### src/include/issue_config.svh
`ifndef ISSUE_CONFIG_SVH
`define ISSUE_CONFIG_SVH

// entries in each of the two queue banks
`define ISSUE_QUEUE_DEPTH 16

// architectural integer registers
`define REG_COUNT 32

// width of one register value
`define DATA_WIDTH 32

`endif

### src/hw/issue_pkg.sv
`include "issue_config.svh"

package issue_pkg;

    // one register value
    typedef logic [`DATA_WIDTH-1:0] word_t;

    // register number
    typedef logic [$clog2(`REG_COUNT)-1:0] reg_addr_t;

    // program counter
    typedef logic [31:0] addr_t;

    // index into one queue bank
    typedef logic [$clog2(`ISSUE_QUEUE_DEPTH)-1:0] qidx_t;

    // coarse operation kind, enough for the pairing rules
    typedef enum logic [2:0] {
        OP_ALU,
        OP_MULDIV,
        OP_BRANCH,
        OP_JUMP,
        OP_LOAD
    } op_class_t;

    // decoder output, one instruction
    typedef struct packed {
        logic      valid;
        addr_t     pc;
        op_class_t op;
        reg_addr_t ra1;
        reg_addr_t ra2;
        reg_addr_t rdst;
        logic      regwrite;
        word_t     imm;
    } decode_data_t;

    // issued instruction with its operands attached
    typedef struct packed {
        logic      valid;
        addr_t     pc;
        op_class_t op;
        reg_addr_t ra1;
        reg_addr_t ra2;
        reg_addr_t rdst;
        logic      regwrite;
        word_t     imm;
        word_t     rd1;
        word_t     rd2;
        // delay slot of a branch issued in the first slot
        logic      is_slot;
    } issue_data_t;

endpackage

### src/hw/issue_cand_if.sv
`timescale 1ns/1ps

interface issue_cand_if (
    input logic clk,
    input logic rst_n
);
    import issue_pkg::*;

    // oldest entry at index 0
    decode_data_t [1:0] cand;
    // per candidate, consumed at the edge unless stalled
    logic [1:0]         issue_en;
    // second candidate goes out as a delay slot
    logic               is_slot;
    // heads move this cycle
    logic               advance;

    modport queue (output cand, output advance, input issue_en);
    modport check (input clk, input rst_n, input cand, output issue_en, output is_slot);
    modport sb (input cand, input issue_en, input is_slot, input advance);

endinterface

### src/hw/issue_pair_check.sv
`timescale 1ns/1ps

module issue_pair_check (
    issue_cand_if.check cand,
    input logic [1:0]   operand_ready
);
    import issue_pkg::*;

    decode_data_t c0;
    decode_data_t c1;
    logic         c0_ctrl;
    logic         c1_ctrl;
    logic         c1_raw;
    logic         mul_pair;
    logic         c1_ok;
    logic         en0;
    logic         en1;

    assign c0 = cand.cand[0];
    assign c1 = cand.cand[1];

    // branch or jump
    assign c0_ctrl = (c0.op == OP_BRANCH) || (c0.op == OP_JUMP);
    assign c1_ctrl = (c1.op == OP_BRANCH) || (c1.op == OP_JUMP);

    // second reads what the first writes
    assign c1_raw = c0.regwrite && (c0.rdst != '0) &&
                    ((c0.rdst == c1.ra1) || (c0.rdst == c1.ra2));

    // only one mul/div unit
    assign mul_pair = (c0.op == OP_MULDIV) && (c1.op == OP_MULDIV);

    // second could go on its own merits, control never in slot 1
    assign c1_ok = c1.valid && operand_ready[1] && !c1_ctrl;

    // branch waits for an issuable delay slot
    assign en0 = c0.valid && operand_ready[0] && (!c0_ctrl || c1_ok);

    // delay slot skips the raw and mul/div rules
    assign en1 = en0 && c1_ok && (c0_ctrl || (!c1_raw && !mul_pair));

    assign cand.issue_en = {en1, en0};
    assign cand.is_slot = en0 && c0_ctrl;

    // queue never shows a second candidate without a first
    a_pair_order: assert property (@(posedge cand.clk) disable iff (!cand.rst_n)
        cand.cand[1].valid |-> cand.cand[0].valid);

endmodule

### src/flat_wrapper.sv
// flat-port wrapper written by rule: the top's interface ports become plain ports
module issue_pair_check_flat import issue_pkg::*;
  (operand_ready, clk, rst_n, cand_cand, cand_issue_en, cand_is_slot);
  issue_cand_if cand_i (.clk(clk), .rst_n(rst_n));
  input logic [1:0] operand_ready;
  input wire logic clk;
  input wire logic rst_n;
  input wire logic [$bits(cand_i.cand)-1:0] cand_cand;
  output wire logic [$bits(cand_i.issue_en)-1:0] cand_issue_en;
  output wire logic [$bits(cand_i.is_slot)-1:0] cand_is_slot;
  assign cand_i.cand = cand_cand;
  assign cand_issue_en = cand_i.issue_en;
  assign cand_is_slot = cand_i.is_slot;
  issue_pair_check u_core (.cand(cand_i), .operand_ready(operand_ready));
endmodule
### config.mk
export PLATFORM = sky130hd
export DESIGN_NAME = issue_pair_check_flat
export DESIGN_NICKNAME = d
export VERILOG_FILES = /design/src/hw/issue_pkg.sv /design/src/hw/issue_cand_if.sv /design/src/hw/issue_pair_check.sv /design/src/flat_wrapper.sv
export VERILOG_INCLUDE_DIRS = /design/src /design/src/include
export SDC_FILE = /design/constraint.sdc
export NUM_CORES = 1
export LEC_CHECK = 0
export BUFFER_PORTS_ARGS = -buffer_cell sky130_fd_sc_hd__buf_2
export CAP_MARGIN = 30
export CORE_AREA = 2 2 67 69
export DETAILED_ROUTE_END_ITERATION = 12
export DIE_AREA = 0 0 69 71
export PLACE_DENSITY = 0.66
export SETUP_SLACK_MARGIN = 0.4
export SYNTH_ARGS = -nofsm -noshare
export SYNTH_HDL_FRONTEND = slang
export SYNTH_SLANG_ARGS = --single-unit
### constraint.sdc
create_clock -name vclk -period 1.3
set_clock_uncertainty 0.2 [all_clocks]
set_input_delay 0.195 -clock vclk [all_inputs]
set_output_delay 0.195 -clock vclk [all_outputs]
set_load 0.02 [all_outputs]
==> impl_metrics.csv <==
group,metric,value,unit
run_status,status,"finished with violations",
run_status,failed_checks,"negative setup slack",
die,coreArea,4200,sq um
sta,setup_viol,1,
worst_setup_path,critical-path-top-delay-family,"simple AND/OR/NAND/NOR gates",
cts,postCtsSetupRepairBufs,0,
detailed_routing,routed_wl,865,microns
worst_setup_path,crit_required,0.90,ns
pwr,leakagePower,0.220,nW
placed_design,placed_area,457,sq um
die,initial_utilization,5.00,%
detailed_routing,firstDrtPassIters,1,
final_layout,antenna_cells,0,
sta,rsz0062_at_grt,"true",
pwr,powerDensity,266,nW/um^2
synth,syn-cell-area,210,sq um
placed_design,gp_congestion,0.680,
worst_hold_path,hp-start,"cand_cand[32]",
sta,slew_headroom,84.2,%
sta,drv_slew,0,
detailed_routing,vias_per_cell,2.81,
worst_setup_path,arrival,1.22,ns
final_layout,final_layout_size_suffix_gt1_share,61.3,%
worst_setup_path,crit_chain,"buf_6 > nor4b_4 > and3_1 > or3_1 > a41oi_2 > buf_4",
sta,final.setup.worst_slack,-0.314,ns
final_layout,stdcell_area,505,sq um
sta,post-route-period-util,124,%
worst_setup_path,cp-start-kind,"input port",
placed_design,port_buffers,29,
final_layout,nClkBuffers,0,
worst_setup_path,cp_slowest_stage_delay,0.38,ns
detailed_routing,via_count,320,
global_routing,grt_pass1_wl,1370,microns
die,die_h,71,microns
die,top_level_ports,175,
pwr,peakVddDrop,67.8,uV
cts,holdBufCountCts,0,
final_layout,area_delta_synth_final,140,%
worst_setup_path,cp-startpoint,"cand_cand[48]",
synth,synthDominantCellAreaShare,41.7,%
global_routing,grt_max_degree,4,
run,max-cap-violations,0,
worst_setup_path,path_max_fanout,1,
sta,worstMarginPinSlew,0.237,ns
final_layout,nets,236,
global_routing,grtUsageTotal,3.42,%
synth,synth_nets,203,
die,fp-row-count,24,
synth,synth_cell_type_count,14,
sta,clock.fmax,0.620,GHz
global_routing,antenna_found_initial,0,
synth,yosysSeqAreaShare,0,%
worst_setup_path,path_buf_inv,2,
sta,min_period,1.61,ns
worst_setup_path,crit_path_end_kind,"output port",
detailed_routing,wl_per_cell,7.59,microns
die,fp.dieArea,4900,sq um
global_routing,grt.overflow.total,0,
detailed_routing,drt_iter0_markers,0,
detailed_routing,antenna_left,0,
final_layout,register_area,0,sq um
worst_setup_path,path_class,"in -> out",
synth,yosysMostFrequentCell,"xnor2_1",
detailed_routing,drc,0,
synth,avgSynthCellArea,6.78,sq um
synth,yosys_warnings,0,
synth,netlist_instances,31,
final_layout,seq_cells,0,
synth,synthTopCellsByArea,"xnor2_1 42%, nand2_1 8.9%, a41oi_2 7.7%, buf_4 7.1%, nand3_1 4.8%",
die,chipWidth,69,microns
placed_design,place_inst,114,
worst_hold_path,hold_depth,3,
pwr,power,134,uW
synth,synth_common_cells,"10 x xnor2_1, 5 x nand2_1",
worst_hold_path,min_to,"cand_issue_en[1]",
worst_hold_path,hold_class,"in -> out",
synth,yosys.area.top_type,"xnor2_1",
worst_setup_path,crit_path_top_delay_cell,"or3_1",
final_layout,fin_cells,114,
sta,finalHoldViolations,0,
global_routing,grt_pass1_vias,329,
## routing by layer
metal / track usage [%] / routed length, microns / part of all wire, % / vias to the layer above
li1: - / - / - / 168
met1: 3.85 / 336 / 39 / 133
met2: 7.16 / 469 / 54 / 19
met5: 0 / 0 / 0 / -
met4: 0 / 0 / 0 / 0
met3: 0.427 / 60 / 6.9 / 0
## cells in the final DEF (no fill, tap or decap), types with 2 or more instances in the layout
master	Yosys	layout
nand2_1	5	4
xnor2_1	10	10
buf_2	0	23
buf_6	0	3
nand3_1	2	2
buf_4	2	6
## report_power, final
part | internal, mW | total (mW) | switching [mW]
logic | 0.0779 | 0.134 | 0.0563
clock network | 0 | 0 | 0
registers | 0 | 0 | 0
total | 0.0779 | 0.134 | 0.0563
## worst max-delay path by stage
| stage | end | slack [ns] | depth (start not counted) |
|---|---|---|---|
| floorplan | cand_issue_en[1] | -0.17 | 5 |
| global placement | cand_issue_en[1] | -0.31 | 6 |
| detailed placement | cand_issue_en[1] | -0.32 | 6 |
| CTS | cand_issue_en[1] | -0.31 | 6 |
| global route | cand_issue_en[1] | -0.34 | 6 |
| finish | cand_issue_en[1] | -0.31 | 6 |
## cells by family after synthesis
family                 count (synthesis)  synth area share [%]
AO/OA/AOI/OAI                          4                  17.3
XOR/XNOR                              10                  41.7
buffers and inverters                  4                  10.7
AND/OR/NAND/NOR                       13                  30.4
## through the flow
step / setup TNS [ns] / util [%] / hold WS [ns] / worst slack (ns)
6_report: -0.314 / 12.0 / 0.491 / -0.314
2_1_floorplan: -0.174 / - / 0.331 / -0.174
4_1_cts: -0.305 / 11.5 / 0.493 / -0.305
3_5_place_dp: -0.364 / 10.9 / 0.490 / -0.318
3_3_place_gp: -0.339 / 10.9 / 0.486 / -0.306
5_1_grt: -0.395 / 12.0 / 0.498 / -0.341
## area by class of cell
class	count	area, sq um
fill	505	3700
inverter	2	15.0
multi-input combinational	27	216
tap	52	65.1
timing repair buffer	33	209
## repair_timing
action                                  CTS  global route
endpoints found under the setup margin    3             3
gates resized for setup                   8             3
pin swaps                                 0             4
cloned                                    0             0
Note: power is estimated with default switching activity, not from simulation.
