<file path="src/include/issue_config.svh">
`ifndef ISSUE_CONFIG_SVH
`define ISSUE_CONFIG_SVH

// entries in each of the two queue banks
`define ISSUE_QUEUE_DEPTH 16

// architectural integer registers
`define REG_COUNT 32

// width of one register value
`define DATA_WIDTH 32

`endif

</file>
<file path="src/hw/issue_pkg.sv">
`include "issue_config.svh"

package issue_pkg;

    // one register value
    typedef logic [`DATA_WIDTH-1:0] word_t;

    // register number
    typedef logic [$clog2(`REG_COUNT)-1:0] reg_addr_t;

    // program counter
    typedef logic [31:0] addr_t;

    // index into one queue bank
    typedef logic [$clog2(`ISSUE_QUEUE_DEPTH)-1:0] qidx_t;

    // coarse operation kind, enough for the pairing rules
    typedef enum logic [2:0] {
        OP_ALU,
        OP_MULDIV,
        OP_BRANCH,
        OP_JUMP,
        OP_LOAD
    } op_class_t;

    // decoder output, one instruction
    typedef struct packed {
        logic      valid;
        addr_t     pc;
        op_class_t op;
        reg_addr_t ra1;
        reg_addr_t ra2;
        reg_addr_t rdst;
        logic      regwrite;
        word_t     imm;
    } decode_data_t;

    // issued instruction with its operands attached
    typedef struct packed {
        logic      valid;
        addr_t     pc;
        op_class_t op;
        reg_addr_t ra1;
        reg_addr_t ra2;
        reg_addr_t rdst;
        logic      regwrite;
        word_t     imm;
        word_t     rd1;
        word_t     rd2;
        // delay slot of a branch issued in the first slot
        logic      is_slot;
    } issue_data_t;

endpackage

</file>
<file path="src/hw/issue_cand_if.sv">
`timescale 1ns/1ps

interface issue_cand_if (
    input logic clk,
    input logic rst_n
);
    import issue_pkg::*;

    // oldest entry at index 0
    decode_data_t [1:0] cand;
    // per candidate, consumed at the edge unless stalled
    logic [1:0]         issue_en;
    // second candidate goes out as a delay slot
    logic               is_slot;
    // heads move this cycle
    logic               advance;

    modport queue (output cand, output advance, input issue_en);
    modport check (input clk, input rst_n, input cand, output issue_en, output is_slot);
    modport sb (input cand, input issue_en, input is_slot, input advance);

endinterface

</file>
<file path="src/hw/operand_scoreboard.sv">
`timescale 1ns/1ps
`include "issue_config.svh"

module operand_scoreboard (
    input  logic                         clk,
    input  logic                         rst_n,
    issue_cand_if.sb                     cand,
    input  issue_pkg::word_t [3:0]       rf_rdata,
    input  logic [1:0]                   wb_en,
    input  issue_pkg::reg_addr_t [1:0]   wb_addr,
    input  issue_pkg::word_t [1:0]       wb_data,
    output logic [1:0]                   operand_ready,
    output issue_pkg::issue_data_t [1:0] iss_data
);
    import issue_pkg::*;

    // write pending per register
    logic [`REG_COUNT-1:0] busy;
    logic [`REG_COUNT-1:0] busy_next;
    // operand order c0.ra1, c0.ra2, c1.ra1, c1.ra2
    reg_addr_t [3:0]       src_addr;
    logic [3:0]            src_ready;
    word_t [3:0]           src_data;

    always_comb begin
        for (int k = 0; k < 4; k++) begin
            src_addr[k] = k[0] ? cand.cand[k / 2].ra2 : cand.cand[k / 2].ra1;
        end
    end

    // same-cycle writeback beats the register file, port 1 last
    always_comb begin
        for (int k = 0; k < 4; k++) begin
            src_data[k] = rf_rdata[k];
            src_ready[k] = (src_addr[k] == '0) || !busy[src_addr[k]];
            for (int p = 0; p < 2; p++) begin
                if (wb_en[p] && wb_addr[p] == src_addr[k] && src_addr[k] != '0) begin
                    src_data[k] = wb_data[p];
                    src_ready[k] = 1'b1;
                end
            end
        end
    end

    assign operand_ready[0] = src_ready[0] && src_ready[1];
    assign operand_ready[1] = src_ready[2] && src_ready[3];

    // writebacks clear, then issues set
    always_comb begin
        busy_next = busy;
        for (int p = 0; p < 2; p++) begin
            if (wb_en[p]) begin
                busy_next[wb_addr[p]] = 1'b0;
            end
        end
        if (cand.advance) begin
            for (int i = 0; i < 2; i++) begin
                if (cand.issue_en[i] && cand.cand[i].regwrite) begin
                    busy_next[cand.cand[i].rdst] = 1'b1;
                end
            end
        end
        // r0 never pending
        busy_next[0] = 1'b0;
    end

    always_ff @(posedge clk) begin
        if (!rst_n) begin
            busy <= '0;
        end else begin
            busy <= busy_next;
        end
    end

    // issued records, all zero when not issued
    always_comb begin
        for (int i = 0; i < 2; i++) begin
            iss_data[i] = '0;
            if (cand.issue_en[i]) begin
                iss_data[i].valid = cand.cand[i].valid;
                iss_data[i].pc = cand.cand[i].pc;
                iss_data[i].op = cand.cand[i].op;
                iss_data[i].ra1 = cand.cand[i].ra1;
                iss_data[i].ra2 = cand.cand[i].ra2;
                iss_data[i].rdst = cand.cand[i].rdst;
                iss_data[i].regwrite = cand.cand[i].regwrite;
                iss_data[i].imm = cand.cand[i].imm;
                iss_data[i].rd1 = src_data[2 * i];
                iss_data[i].rd2 = src_data[2 * i + 1];
            end
        end
        iss_data[1].is_slot = cand.is_slot;
    end

    // every writeback matches an earlier issue that marked it busy
    for (genvar p = 0; p < 2; p++) begin : g_wb_check
        a_wb_to_busy: assert property (@(posedge clk) disable iff (!rst_n)
            wb_en[p] && wb_addr[p] != '0 |-> busy[wb_addr[p]]);
    end

endmodule

</file>
<file path="src/flat_wrapper.sv">
// flat-port wrapper written by rule: the top's interface ports become plain ports
module operand_scoreboard_flat import issue_pkg::*;
  (clk, rst_n, rf_rdata, wb_en, wb_addr, wb_data, operand_ready, iss_data, cand_cand, cand_issue_en, cand_is_slot, cand_advance);
  issue_cand_if cand_i (.clk(clk), .rst_n(rst_n));
  input  logic clk;
  input  logic rst_n;
  input  issue_pkg::word_t [3:0] rf_rdata;
  input  logic [1:0] wb_en;
  input  issue_pkg::reg_addr_t [1:0] wb_addr;
  input  issue_pkg::word_t [1:0] wb_data;
  output logic [1:0] operand_ready;
  output issue_pkg::issue_data_t [1:0] iss_data;
  input wire logic [$bits(cand_i.cand)-1:0] cand_cand;
  input wire logic [$bits(cand_i.issue_en)-1:0] cand_issue_en;
  input wire logic [$bits(cand_i.is_slot)-1:0] cand_is_slot;
  input wire logic [$bits(cand_i.advance)-1:0] cand_advance;
  assign cand_i.cand = cand_cand;
  assign cand_i.issue_en = cand_issue_en;
  assign cand_i.is_slot = cand_is_slot;
  assign cand_i.advance = cand_advance;
  operand_scoreboard u_core (.clk(clk), .rst_n(rst_n), .cand(cand_i), .rf_rdata(rf_rdata), .wb_en(wb_en), .wb_addr(wb_addr), .wb_data(wb_data), .operand_ready(operand_ready), .iss_data(iss_data));
endmodule
</file>
<file path="config.mk">
export PLATFORM = sky130hd
export DESIGN_NAME = operand_scoreboard_flat
export DESIGN_NICKNAME = d
export VERILOG_FILES = /design/src/hw/issue_pkg.sv /design/src/hw/issue_cand_if.sv /design/src/hw/operand_scoreboard.sv /design/src/flat_wrapper.sv
export VERILOG_INCLUDE_DIRS = /design/src /design/src/include
export SDC_FILE = /design/constraint.sdc
export NUM_CORES = 1
export LEC_CHECK = 0
export BUFFER_PORTS_ARGS = -buffer_cell sky130_fd_sc_hd__buf_2
export CAP_MARGIN = 0
export CORE_AREA = 4 4 262 264
export CTS_CLUSTER_SIZE = 12
export DETAILED_ROUTE_END_ITERATION = 6
export DIE_AREA = 0 0 266 268
export PLACE_DENSITY_LB_ADDON = 0.2
export RECOVER_POWER = 25
export REMOVE_ABC_BUFFERS = 1
export SYNTH_ARGS = -nofsm -noshare
export SYNTH_HDL_FRONTEND = slang
export SYNTH_SLANG_ARGS = --single-unit
</file>
<file path="constraint.sdc">
create_clock -name clk -period 4.8 [get_ports clk]
set_input_delay 0.48 -clock clk [delete_from_list [all_inputs] [get_ports clk]]
set_output_delay 0.48 -clock clk [all_outputs]
set_load 0.005 [all_outputs]
</file>
==> metrics <==
crit path DAT 3.05 ns; Worst R2R Path Depth 2; row count 95; unrepaired setup endpoints after global routing no; CTS tree done; grt total ovfl 0; xor/xnor share of the synthesized area 4.27%; Adder-Cell Fraction of Synth Area 0%; Synth area leader mux2i_1; largest cells by area after synthesis mux2i_1, and2_1, a211oi_2, dfxtp_1, a22oi_1; CTS resizes 0; clk slew on worst S/H paths 0.05 ns; Placed Cells 2486; Synth async-reset ratio 0%; peak supply drop 88.4 µV; Initial DRT Pass Iterations 5; Cell Area, Synth 8380 µm²; share of the yosys chip area belonging to registers 7.41%; first-pass GRT wire length 81.4 mm; post-detail-place hpwl 49.9 mm; Hold Slack 0.602 ns; RePlAce Congestion 0.870; most frequent cell after synthesis and2_1; status finished, violations left; Global Route Usage Sum 15.5%; Slew Viols, Final 76; Fin. Hold Viols 0; most frequent cells after synthesis and2_1, mux2i_1, nor2_1; multiplexer area fraction after synthesis 25.5%; worst min path class flip-flop to flip-flop; Vias/cell 4.30; Final min period 3.53 ns; Clock Latency Late Sink 0.28 ns; Pwr Density 115 nW/µm²; fillers 7645; compound-cell area share of the yosys netlist 25.4%; Post-synth EDFFs 0; dominant synthesized flop cell dfxtp_1; wire per inst 23.9 µm; Startpoint Class input pin; clk buf depth 2; Die Width 266 µm; height of the die 268 µm; Syn Area/Cell 8.01 µm²; Starting Density 12.6%; RR Endpoint u_core.busy[1]; layout cells sized above 1 47.5%; Rel. slew slack -38.9%; setup_tns 0 ns; pin count of the biggest net entering global routing 76; initial antenna violation count 39; max-cap viol count 1; die area 71300 µm²; CP max FO 21; Yosys Warn Count 0; Final period util 73.5%; post-synth top area share 16.6%; Synth Instances 1046; final setup vio count 0; R2R setup slack 3.97 ns; post-CTS setup buffer count 0; via count 10800; Critical Path RT 4.32 ns; clk_skew 0 ns; #FFs+latches synth 31; H-tree levels 2; simple-gate portion of the synthesized area 27.8%; I/O pins 678; drt initial violations 724; failing checks max-capacitance violations, max-slew violations; largest registers u_core.busy: 31 flops; CTS root buffer clkbuf_16; Layout Utilization 18.6%; vias in the first global route 10700; crit path kind input pin to output port; cts hold-fix bufs 0; largest family of logic cells by synthesized area simple AND/OR/NAND/NOR gates; WL final 59.9 mm; drt drc 0; fin cells 2508; leakage 0.00522 µW; max FFs per register 31; unique cell type count in the Yosys netlist 63; port buffer count 674; total clock sinks 31; Tot Pwr 1420 µW; CP Capture Type output port; Biggest register u_core.busy; nets 1998; antenna-violating nets left 0; measured slew at the worst slew-check pin 2.08 ns; fmax 284 MHz; Critical Path Start cand_cand[122]; Core Region 66600 µm²; CTS buffer count 5; crit path to iss_data[177]; worst reg2reg startpoint u_core.busy[1]; area grow syn2layout 48.0%
how the worst min path moves through the flow:
stage / slack, ns / cells after the start / start / endpoint
finish: 0.60 / 2 / u_core.busy[24] / u_core.busy[24]
global placement: 0.59 / 2 / u_core.busy[25] / u_core.busy[25]
floorplan: 0.53 / 2 / u_core.busy[25] / u_core.busy[25]
CTS: 0.60 / 2 / u_core.busy[24] / u_core.busy[24]
detailed placement: 0.59 / 2 / u_core.busy[24] / u_core.busy[24]
global route: 0.63 / 2 / u_core.busy[20] / u_core.busy[20]
layer usage:
metal  GRT usage (%)  up-vias  part of all wire [%]
met4            4.13        4                   2.2
met2            30.1      543                    54
met3            2.19       85                   6.2
li1                -     5018                     -
met1            17.6     5141                    37
met5               0        -                 0.045
worst max-delay path, cell delays in order:
cell,delay [ns]
buf_2,0.32
or4_4,0.21
nor2_4,0.04
nor4_4,0.68
buf_4,0.51
mux2i_1,0.21
a211oi_2,0.37
buf_2,0.19
logic make-up (layout without fill, tap and decap cells):
| logic type | Yosys count | after routing |
|---|---|---|
| mux | 173 | 173 |
| buf+inv | 129 | 703 |
| xor+xnor | 40 | 40 |
| simple gates | 401 | 401 |
| other cells | 1 | 16 |
| compound gates | 271 | 271 |
| flops | 31 | 31 |
metrics by stage:
stage,area [µm²],setup slack (ns)
2_1_floorplan,7590,1.34
6_report,12400,1.27
3_5_place_dp,12300,1.13
4_1_cts,12400,1.13
3_3_place_gp,12300,1.17
5_1_grt,12400,1.00
area by class of cell:
| type | instances | area [µm²] | share of cell area [%] |
|---|---|---|---|
| Timing Repair Buffer | 691 | 3530 | 28.4 |
| Inverter | 5 | 20.0 | 0.161 |
| Clock buffer | 6 | 139 | 1.12 |
| Multi-Input combinational cell | 886 | 6960 | 56.1 |
| Tap cell | 873 | 1090 | 8.81 |
| Antenna cell | 15 | 37.5 | 0.303 |
| Clock inverter | 1 | 5.00 | 0.0404 |
| Sequential cell | 31 | 621 | 5.00 |
cells in the final DEF (no fill, tap or decap), types with 5 or more instances in the layout:
cell / n
a211oi_1: 39
a211oi_2: 59
a21oi_1: 35
a22oi_1: 62
and2_0: 15
and2_1: 151
and3_1: 5
buf_12: 5
buf_2: 642
buf_4: 12
clkbuf_1: 30
clkbuf_16: 5
dfxtp_1: 31
diode_2: 15
mux2_2: 6
mux2i_1: 139
mux4_1: 12
mux4_2: 16
nand2_1: 20
nand3b_1: 10
nor2_1: 112
nor2b_1: 31
nor3_1: 6
nor3b_1: 8
o21ai_0: 33
o22ai_1: 31
xnor2_1: 20
xor2_1: 19
report_power, final:
| part | switching [µW] | total [µW] | internal (µW) | leakage (µW) |
|---|---|---|---|---|
| combinational | 479 | 849 | 370 | 0.00490 |
| sequential | 3.70 | 264 | 260 | 0.000250 |
| clock | 109 | 311 | 202 | 0.0000728 |
| total | 592 | 1420 | 831 | 0.00522 |
Power figures use the tool's default switching activity.
